File: src/alu_pkg.sv
package alu_pkg;

  // --------------------------------------------------
  // Opcodes
  // --------------------------------------------------

  // Command opcode as carried on the input port
  typedef logic [2:0] op_t;

  localparam op_t op_add = 3'd0;
  localparam op_t op_sub = 3'd1;
  localparam op_t op_and = 3'd2;
  localparam op_t op_or  = 3'd3;
  localparam op_t op_xor = 3'd4;
  localparam op_t op_shl = 3'd5;
  localparam op_t op_shr = 3'd6;
  // Code 7 has no operation assigned and decodes as illegal

  // --------------------------------------------------
  // Decode to execute controls
  // --------------------------------------------------

  // Picks which functional unit drives the execute result
  typedef logic [1:0] alu_class_t;

  localparam alu_class_t class_arith = 2'd0;
  localparam alu_class_t class_logic = 2'd1;
  localparam alu_class_t class_shift = 2'd2;
  // No unit selected, result and carry are forced to zero
  localparam alu_class_t class_none  = 2'd3;

  // Bitwise operation inside the logic unit
  typedef logic [1:0] logic_sel_t;

  localparam logic_sel_t sel_and = 2'd0;
  localparam logic_sel_t sel_or  = 2'd1;
  localparam logic_sel_t sel_xor = 2'd2;

  // Shift distance, taken from the low bits of operand b
  typedef logic [3:0] shamt_t;

endpackage : alu_pkg

File: src/alu_execute.sv
`timescale 1ns/1ps

// Execute stage. All three units work on every item and the class from
// decode picks the one that is registered
module alu_execute
  import alu_pkg::*;
#(
  parameter int data_width = 16,
  parameter int tag_width  = 4
) (
  input  logic                  clk,
  input  logic                  rst_n,

  input  logic                  dec_valid,
  output logic                  dec_ready,
  input  alu_class_t            dec_class,
  input  logic                  dec_sub,
  input  logic_sel_t            dec_logic_sel,
  input  logic                  dec_shift_left,
  input  shamt_t                dec_shamt,
  input  logic [data_width-1:0] dec_a,
  input  logic [data_width-1:0] dec_b,
  input  logic [tag_width-1:0]  dec_tag,
  input  logic                  dec_illegal,

  output logic                  exe_valid,
  input  logic                  exe_ready,
  output logic [data_width-1:0] exe_result,
  output logic                  exe_carry,
  output logic                  exe_illegal,
  output logic [tag_width-1:0]  exe_tag
);

  logic                  valid_q;

  // One extra bit on the sum holds the carry-out
  logic [data_width:0]   sum;
  logic [data_width-1:0] logic_res;
  logic [data_width-1:0] shift_res;
  logic [data_width-1:0] result_d;
  logic                  carry_d;

  // --------------------------------------------------
  // Functional units
  // --------------------------------------------------

  // For sub, b arrives inverted and dec_sub adds the one, so the carry-out
  // is high exactly when there is no borrow (a >= b)
  assign sum = {1'b0, dec_a} + {1'b0, dec_b} + {{data_width{1'b0}}, dec_sub};

  always_comb begin
    case (dec_logic_sel)
      sel_and: logic_res = dec_a & dec_b;
      sel_or:  logic_res = dec_a | dec_b;
      sel_xor: logic_res = dec_a ^ dec_b;
      default: logic_res = '0;
    endcase
  end

  // Logical shifts, zeros come in from either side
  assign shift_res = dec_shift_left ? (dec_a << dec_shamt) : (dec_a >> dec_shamt);

  // Carry is only defined for arithmetic; other classes report zero
  always_comb begin
    result_d = '0;
    carry_d  = 1'b0;
    case (dec_class)
      class_arith: begin
        result_d = sum[data_width-1:0];
        carry_d  = sum[data_width];
      end
      class_logic: result_d = logic_res;
      class_shift: result_d = shift_res;
      default: begin
        result_d = '0;
        carry_d  = 1'b0;
      end
    endcase
  end

  // --------------------------------------------------
  // Stage register
  // --------------------------------------------------

  assign dec_ready = !valid_q || exe_ready;
  assign exe_valid = valid_q;

  always_ff @(posedge clk or negedge rst_n) begin
    if (!rst_n) begin
      valid_q <= 1'b0;
    end else if (dec_ready) begin
      valid_q <= dec_valid;
    end
  end

  always_ff @(posedge clk) begin
    if (dec_valid && dec_ready) begin
      exe_result  <= result_d;
      exe_carry   <= carry_d;
      exe_illegal <= dec_illegal;
      exe_tag     <= dec_tag;
    end
  end

endmodule : alu_execute

File: src/cmd_decode.sv
`timescale 1ns/1ps

// Decode stage of the ALU pipeline. Turns the opcode into unit controls
// and registers them together with the operands and the tag
module cmd_decode
  import alu_pkg::*;
#(
  parameter int data_width = 16,
  parameter int tag_width  = 4
) (
  input  logic                  clk,
  input  logic                  rst_n,

  input  logic                  in_valid,
  output logic                  in_ready,
  input  op_t                   in_op,
  input  logic [data_width-1:0] in_a,
  input  logic [data_width-1:0] in_b,
  input  logic [tag_width-1:0]  in_tag,

  output logic                  dec_valid,
  input  logic                  dec_ready,
  output alu_class_t            dec_class,
  output logic                  dec_sub,
  output logic_sel_t            dec_logic_sel,
  output logic                  dec_shift_left,
  output shamt_t                dec_shamt,
  output logic [data_width-1:0] dec_a,
  output logic [data_width-1:0] dec_b,
  output logic [tag_width-1:0]  dec_tag,
  output logic                  dec_illegal
);

  // --------------------------------------------------
  // Opcode decode
  // --------------------------------------------------

  logic       valid_q;
  alu_class_t class_d;
  logic       sub_d;
  logic_sel_t sel_d;
  logic       left_d;
  logic       illegal_d;

  // Every control defaults to its inactive value, each opcode sets only
  // what it needs
  always_comb begin
    class_d   = class_none;
    sub_d     = 1'b0;
    sel_d     = sel_and;
    left_d    = 1'b0;
    illegal_d = 1'b0;
    case (in_op)
      op_add: class_d = class_arith;
      op_sub: begin
        class_d = class_arith;
        sub_d   = 1'b1;
      end
      op_and: class_d = class_logic;
      op_or: begin
        class_d = class_logic;
        sel_d   = sel_or;
      end
      op_xor: begin
        class_d = class_logic;
        sel_d   = sel_xor;
      end
      op_shl: begin
        class_d = class_shift;
        left_d  = 1'b1;
      end
      op_shr: class_d = class_shift;
      default: illegal_d = 1'b1;
    endcase
  end

  // --------------------------------------------------
  // Stage register
  // --------------------------------------------------

  // Stage takes a new item when empty or when its item leaves this cycle
  assign in_ready  = !valid_q || dec_ready;
  assign dec_valid = valid_q;

  always_ff @(posedge clk or negedge rst_n) begin
    if (!rst_n) begin
      valid_q <= 1'b0;
    end else if (in_ready) begin
      valid_q <= in_valid;
    end
  end

  // Subtraction is a + ~b + 1, so b is stored inverted and dec_sub is
  // the carry-in of the adder
  always_ff @(posedge clk) begin
    if (in_valid && in_ready) begin
      dec_class      <= class_d;
      dec_sub        <= sub_d;
      dec_logic_sel  <= sel_d;
      dec_shift_left <= left_d;
      dec_shamt      <= in_b[$bits(shamt_t)-1:0];
      dec_a          <= in_a;
      dec_b          <= sub_d ? ~in_b : in_b;
      dec_tag        <= in_tag;
      dec_illegal    <= illegal_d;
    end
  end

endmodule : cmd_decode

File: src/flow_reg_rev.sv
`timescale 1ns/1ps

// One-entry reverse flow register used as the input skid of the ALU.
// The ready toward the sender is a flop, so the long combinational ready
// chain of the pipeline stops here
module flow_reg_rev #(
  parameter int bit_width = 1
) (
  input  logic                 clk,
  input  logic                 rst_n,

  output logic                 push_ready,
  input  logic                 push_valid,
  input  logic [bit_width-1:0] push_data,

  input  logic                 pop_ready,
  output logic                 pop_valid,
  output logic [bit_width-1:0] pop_data
);

  // --------------------------------------------------
  // Storage
  // --------------------------------------------------

  // Held item, only meaningful while push_ready is low
  logic [bit_width-1:0] reg_data;

  // A push that the pop side cannot take in the same cycle
  logic capture;

  assign capture = push_ready && push_valid && !pop_ready;

  // --------------------------------------------------
  // Pop side
  // --------------------------------------------------

  // Empty register passes the push side straight through (cut-through),
  // full register presents the held item until it is popped
  assign pop_valid = !push_ready || push_valid;
  assign pop_data  = push_ready ? push_data : reg_data;

  // --------------------------------------------------
  // Push side
  // --------------------------------------------------

  // push_ready doubles as the empty flag. It drops one cycle after a
  // stalled pop leaves an item behind and returns one cycle after the pop
  always_ff @(posedge clk or negedge rst_n) begin
    if (!rst_n) begin
      push_ready <= 1'b1;
    end else begin
      push_ready <= pop_ready || !pop_valid;
    end
  end

  // Only a push into the empty register is captured, so a sender that
  // holds its next item during a stall cannot overwrite the stored one
  always_ff @(posedge clk) begin
    if (capture) begin
      reg_data <= push_data;
    end
  end

endmodule : flow_reg_rev

File: src/result_format.sv
`timescale 1ns/1ps

// Result stage. Adds the zero flag and holds the full response on the
// output port until the receiver takes it
module result_format #(
  parameter int data_width = 16,
  parameter int tag_width  = 4
) (
  input  logic                  clk,
  input  logic                  rst_n,

  input  logic                  exe_valid,
  output logic                  exe_ready,
  input  logic [data_width-1:0] exe_result,
  input  logic                  exe_carry,
  input  logic                  exe_illegal,
  input  logic [tag_width-1:0]  exe_tag,

  output logic                  out_valid,
  input  logic                  out_ready,
  output logic [data_width-1:0] out_result,
  output logic [tag_width-1:0]  out_tag,
  output logic                  out_zero,
  output logic                  out_carry,
  output logic                  out_illegal
);

  logic valid_q;
  logic zero_d;

  // --------------------------------------------------
  // Flags
  // --------------------------------------------------

  // An illegal command reaches here with a zero result, so it also
  // reports zero set
  assign zero_d = (exe_result == '0);

  // --------------------------------------------------
  // Output register
  // --------------------------------------------------

  // While out_ready is low and an item is held, exe_ready stays low and
  // nothing below is loaded, so the response is stable
  assign exe_ready = !valid_q || out_ready;
  assign out_valid = valid_q;

  always_ff @(posedge clk or negedge rst_n) begin
    if (!rst_n) begin
      valid_q <= 1'b0;
    end else if (exe_ready) begin
      valid_q <= exe_valid;
    end
  end

  always_ff @(posedge clk) begin
    if (exe_valid && exe_ready) begin
      out_result  <= exe_result;
      out_tag     <= exe_tag;
      out_zero    <= zero_d;
      out_carry   <= exe_carry;
      out_illegal <= exe_illegal;
    end
  end

endmodule : result_format

File: src/stream_alu_top.sv
`timescale 1ns/1ps

// Streaming ALU. Input skid, then decode, execute and result stages.
// With no back-pressure, a command accepted on edge N goes through the
// skid in the same cycle, is captured by decode on edge N, and has
// out_valid high after edge N+2
module stream_alu_top
  import alu_pkg::*;
#(
  parameter int data_width = 16,
  parameter int tag_width  = 4
) (
  input  logic                  clk,
  input  logic                  rst_n,

  input  logic                  in_valid,
  output logic                  in_ready,
  input  op_t                   in_op,
  input  logic [data_width-1:0] in_a,
  input  logic [data_width-1:0] in_b,
  input  logic [tag_width-1:0]  in_tag,

  output logic                  out_valid,
  input  logic                  out_ready,
  output logic [data_width-1:0] out_result,
  output logic [tag_width-1:0]  out_tag,
  output logic                  out_zero,
  output logic                  out_carry,
  output logic                  out_illegal
);

  // Packed command is {op, a, b, tag}, op in the top bits
  localparam int cmd_width = $bits(op_t) + 2 * data_width + tag_width;

  // --------------------------------------------------
  // Interstage wires
  // --------------------------------------------------

  logic [cmd_width-1:0]  push_data;
  logic [cmd_width-1:0]  pop_data;
  logic                  pop_valid;
  logic                  pop_ready;

  op_t                   skid_op;
  logic [data_width-1:0] skid_a;
  logic [data_width-1:0] skid_b;
  logic [tag_width-1:0]  skid_tag;

  logic                  dec_valid;
  logic                  dec_ready;
  alu_class_t            dec_class;
  logic                  dec_sub;
  logic_sel_t            dec_logic_sel;
  logic                  dec_shift_left;
  shamt_t                dec_shamt;
  logic [data_width-1:0] dec_a;
  logic [data_width-1:0] dec_b;
  logic [tag_width-1:0]  dec_tag;
  logic                  dec_illegal;

  logic                  exe_valid;
  logic                  exe_ready;
  logic [data_width-1:0] exe_result;
  logic                  exe_carry;
  logic                  exe_illegal;
  logic [tag_width-1:0]  exe_tag;

  assign push_data = {in_op, in_a, in_b, in_tag};
  assign {skid_op, skid_a, skid_b, skid_tag} = pop_data;

  // --------------------------------------------------
  // Pipeline
  // --------------------------------------------------

  flow_reg_rev #(
    .bit_width (cmd_width)
  ) flow_reg_rev_i (
    .clk        (clk),
    .rst_n      (rst_n),
    .push_ready (in_ready),
    .push_valid (in_valid),
    .push_data  (push_data),
    .pop_ready  (pop_ready),
    .pop_valid  (pop_valid),
    .pop_data   (pop_data)
  );

  cmd_decode #(
    .data_width (data_width),
    .tag_width  (tag_width)
  ) cmd_decode_i (
    .clk            (clk),
    .rst_n          (rst_n),
    .in_valid       (pop_valid),
    .in_ready       (pop_ready),
    .in_op          (skid_op),
    .in_a           (skid_a),
    .in_b           (skid_b),
    .in_tag         (skid_tag),
    .dec_valid      (dec_valid),
    .dec_ready      (dec_ready),
    .dec_class      (dec_class),
    .dec_sub        (dec_sub),
    .dec_logic_sel  (dec_logic_sel),
    .dec_shift_left (dec_shift_left),
    .dec_shamt      (dec_shamt),
    .dec_a          (dec_a),
    .dec_b          (dec_b),
    .dec_tag        (dec_tag),
    .dec_illegal    (dec_illegal)
  );

  alu_execute #(
    .data_width (data_width),
    .tag_width  (tag_width)
  ) alu_execute_i (
    .clk            (clk),
    .rst_n          (rst_n),
    .dec_valid      (dec_valid),
    .dec_ready      (dec_ready),
    .dec_class      (dec_class),
    .dec_sub        (dec_sub),
    .dec_logic_sel  (dec_logic_sel),
    .dec_shift_left (dec_shift_left),
    .dec_shamt      (dec_shamt),
    .dec_a          (dec_a),
    .dec_b          (dec_b),
    .dec_tag        (dec_tag),
    .dec_illegal    (dec_illegal),
    .exe_valid      (exe_valid),
    .exe_ready      (exe_ready),
    .exe_result     (exe_result),
    .exe_carry      (exe_carry),
    .exe_illegal    (exe_illegal),
    .exe_tag        (exe_tag)
  );

  result_format #(
    .data_width (data_width),
    .tag_width  (tag_width)
  ) result_format_i (
    .clk         (clk),
    .rst_n       (rst_n),
    .exe_valid   (exe_valid),
    .exe_ready   (exe_ready),
    .exe_result  (exe_result),
    .exe_carry   (exe_carry),
    .exe_illegal (exe_illegal),
    .exe_tag     (exe_tag),
    .out_valid   (out_valid),
    .out_ready   (out_ready),
    .out_result  (out_result),
    .out_tag     (out_tag),
    .out_zero    (out_zero),
    .out_carry   (out_carry),
    .out_illegal (out_illegal)
  );

endmodule : stream_alu_top

File: config.mk
export PLATFORM = sky130hd
export DESIGN_NAME = stream_alu_top
export DESIGN_NICKNAME = d
export VERILOG_FILES = /design/src/alu_pkg.sv /design/src/alu_execute.sv /design/src/cmd_decode.sv /design/src/flow_reg_rev.sv /design/src/result_format.sv /design/src/stream_alu_top.sv
export SDC_FILE = /design/constraint.sdc
export NUM_CORES = 1
export LEC_CHECK = 0
export BUFFER_PORTS_ARGS = -buffer_cell sky130_fd_sc_hd__clkbuf_2
export CORE_MARGIN = 2
export CORE_UTILIZATION = 45
export DETAILED_ROUTE_END_ITERATION = 6
export PLACE_DENSITY = 0.72
export SLEW_MARGIN = 25
export SYNTH_ARGS = -nofsm -noshare
export SYNTH_HDL_FRONTEND = slang
export SYNTH_SLANG_ARGS = --single-unit
File: constraint.sdc
create_clock -name clk -period 8.8 [get_ports clk]
set_input_delay 1.76 -clock clk [delete_from_list [all_inputs] [get_ports clk]]
set_output_delay 1.76 -clock clk [all_outputs]
set_load 0.02 [all_outputs]
==> metrics.txt <==
fin crit period=between 3 and 4 ns; layout cells sized above 1=23.2%; DR pass1 iterations=5; Avg Inst Size Synth=between 10 and 15 um^2; post-CTS sizing=0; drt drc=0; Buf/Inv on CP=1; crit path max fanout=44; crit start category=register; antenna violations before repair=0; Slew HR=34.1%; Starting Density=a little under half; via count=around 5,600; maximum clock rate=around 290 MHz; worst r2r path cells=9; run status=finished, final reports clean; Reg clk slew, reported paths=around 0.06 ns; CP max stage cell=dfstp_4; Synth area leaders=edfxtp_1 49%, mux2i_1 7.3%, mux2_2 5.9%; Final Hold Fails=0; Max-Cap Viols=0; Layout Utilization=52.1%; Yosys top cell by area=edfxtp_1; Hold Path Depth=0; vias per cell=slightly below 6; Mapped Nets=approximately 750; Data arrival, critical path=1.70 ns; vias in the first global route=approximately 5,400; dpl ws=around 4.9 ns; reg2reg setup slack=around 5.7 ns; Synth Instances=around 670; CP peak stage delay=a little under 1 ns; post-route setup slack=5.34 ns; unrepaired setup endpoints after global routing=false; power per cell area=roughly 230 mW/mm^2; hold buffers post-CTS=0; largest net degree at the start of global routing=52; hold path endpoint=alu_execute_i.exe_tag[3]; Critical R2R Launch=cmd_decode_i.dec_a[0]; nature of the critical path endpoint=primary output; clk sinks=135; Die X=roughly 140 um; grt ovf=0; Layout area overhead=13.4%; Async SR Flop Fraction=between 2 and 3%; die height=between 100 and 150 um; WL final=about 18,000 um; clock skew=roughly 0.0083 ns; CTS Buffer Depth=2; post-synthesis sequential area ratio=50.7%; root buf cell=clkbuf_16; area of the core=between 0.015 and 0.02 mm^2; row cnt=48; Yosys top cell area share=roughly half; RR Endpoint=alu_execute_i.exe_result[14]; first-pass GRT wire length=28,500 um; number of antenna diodes=0; kind of critical path=register to primary output; actual slew at the worst max-slew pin=0.986 ns; initial DRC count=495; Routed wire per std cell=~19 um; Post-synth top flop=edfxtp_1; final slew viol count=0; GPL Wtd Cong=0.911; setup tns final=0 ns; TritonCTS Buffers=17; # port buffers=67; Hold Crit Start=cmd_decode_i.dec_tag[3]; Net count, final=about 800; CTS tree=built; leakage=~3.6 nW; Max H-tree Level=4; power consumption=a little over 0.002 W; Clk Latency, worst-skew pair=0.43 ns; Post-synth EDFFs=131; Syn. warnings=0; Fin Hold WS=between 0.4 and 0.5 ns; I/O pin count=68; Setup violations, final=0; Worst Path Required=7.04 ns; worst path cell trace=clkbuf_2; Routed Antenna Nets=0; GR Util All Layers=roughly 20%; Final period util=39.3%; Die ar.=0.0188 mm^2; Post-CTS Setup Inserts=0; Synth cell types=67; HPWL Detailed=12,900 um; Hold WC Path Type=register to register; Netlist Area Pre-Place=just under 0.008 mm^2; critical path's top delay family=flip-flops; maximum VDD drop=~150 uV; register bit total from synthesis=approximately 140
[metrics by stage]
| stage | instance area [um^2] | cells |
|---|---|---|
| 5_1_grt | 9020 | 962 |
| 4_1_cts | 9010 | 962 |
| 3_5_place_dp | 8470 | 930 |
| 2_1_floorplan | 7950 | 671 |
| 3_3_place_gp | 8470 | 930 |
| 6_report | 9020 | 962 |
[layer usage]
metal / routed length [um] / global-route usage (%) / vias to the layer above / share of wire, %
met1: 8130 / 26.9 / 2668 / 45
li1: - / - / 2660 / -
met5: 0 / 0 / - / 0
met4: 570 / 9.79 / 0 / 3.2
met2: 8350 / 31.4 / 193 / 46
met3: 1040 / 3.81 / 36 / 5.8
[cell type report]
type	count	area [um^2]
Inverter	41	154
Fill cell	1495	8280
Clock buffer	20	447
Timing Repair Buffer	74	388
Tap cell	225	282
Sequential cell	135	4040
Multi-Input combinational cell	455	3610
Clock inverter	12	96.3
[cell families (layout without fill, tap and decap cells)]
logic type,count (synthesis),in the layout,share of synthesized area [%]
buffers and inverters,81,147,4.09
xor gates and xnor gates,24,24,2.64
AOI/OAI and AO/OA,147,147,12.2
DFF,135,135,50.7
and+or+nand+nor,141,141,9.00
muxes,109,109,15.8
adders and majority gates,34,34,5.54
[state kept, by name, summed over array words and instances (netlist names), 2 cells and up]
name                        cells
alu_execute_i.exe_result       16
alu_execute_i.exe_tag           4
cmd_decode_i.dec_a             16
cmd_decode_i.dec_b             16
cmd_decode_i.dec_class          2
cmd_decode_i.dec_logic_sel      2
cmd_decode_i.dec_shamt          4
cmd_decode_i.dec_tag            4
flow_reg_rev_i.reg_data        39
result_format_i.out_result     16
result_format_i.out_tag         4
[synthesized netlist by cell type, drive strengths merged, types with 3 or more instances]
library cell	count
o21ai	31
nor4	6
o211ai	5
o21a	6
o221ai	4
mux2	42
a221oi	6
o31ai	3
xnor2	9
o22ai	25
a211o	3
a31oi	4
a21oi	29
ha	32
nor2b	7
nor2	34
a22oi	3
a211oi	8
nand2	34
clkbuf	23
edfxtp	131
mux4	9
mux2i	58
or2	6
dfrtp	3
inv	40
and2	5
and3	5
xor2	15
buf	17
nand3	8
nand2b	14
nor3	9
o31a	3
[cell usage in the layout (no fill, tap or decap), types with 15 or more instances in the layout]
cell type  count
nor2_1        34
edfxtp_1     131
o21ai_0       30
a21oi_1       28
mux2_2        42
xor2_1        15
clkbuf_2      67
ha_1          32
nand2_1       34
o22ai_1       25
inv_1         40
clkbuf_16     17
mux2i_1       58
[power by group]
group	switching, W	total, W	internal, W	leakage, nW
Clock	0.000278	0.000649	0.000371	0.259
Sequential	0.0000665	0.000881	0.000815	1.30
Combinational	0.000310	0.000526	0.000215	2.00
Total	0.000655	0.00206	0.00140	3.56
[worst max path at each step]
stage | start | slack (ns) | to | cells after the start
2_1_floorplan | out_ready | 4.01 | cmd_decode_i.dec_a[0] | 3
3_3_place_gp | in_op[1] | 5.11 | cmd_decode_i.dec_b[14] | 4
3_5_place_dp | in_op[2] | 4.93 | cmd_decode_i.dec_b[11] | 4
4_1_cts | flow_reg_rev_i.push_ready | 4.99 | in_ready | 1
5_1_grt | in_op[1] | 5.23 | cmd_decode_i.dec_b[15] | 4
6_report | flow_reg_rev_i.push_ready | 5.34 | in_ready | 1
(Power assumes the default switching activity.)
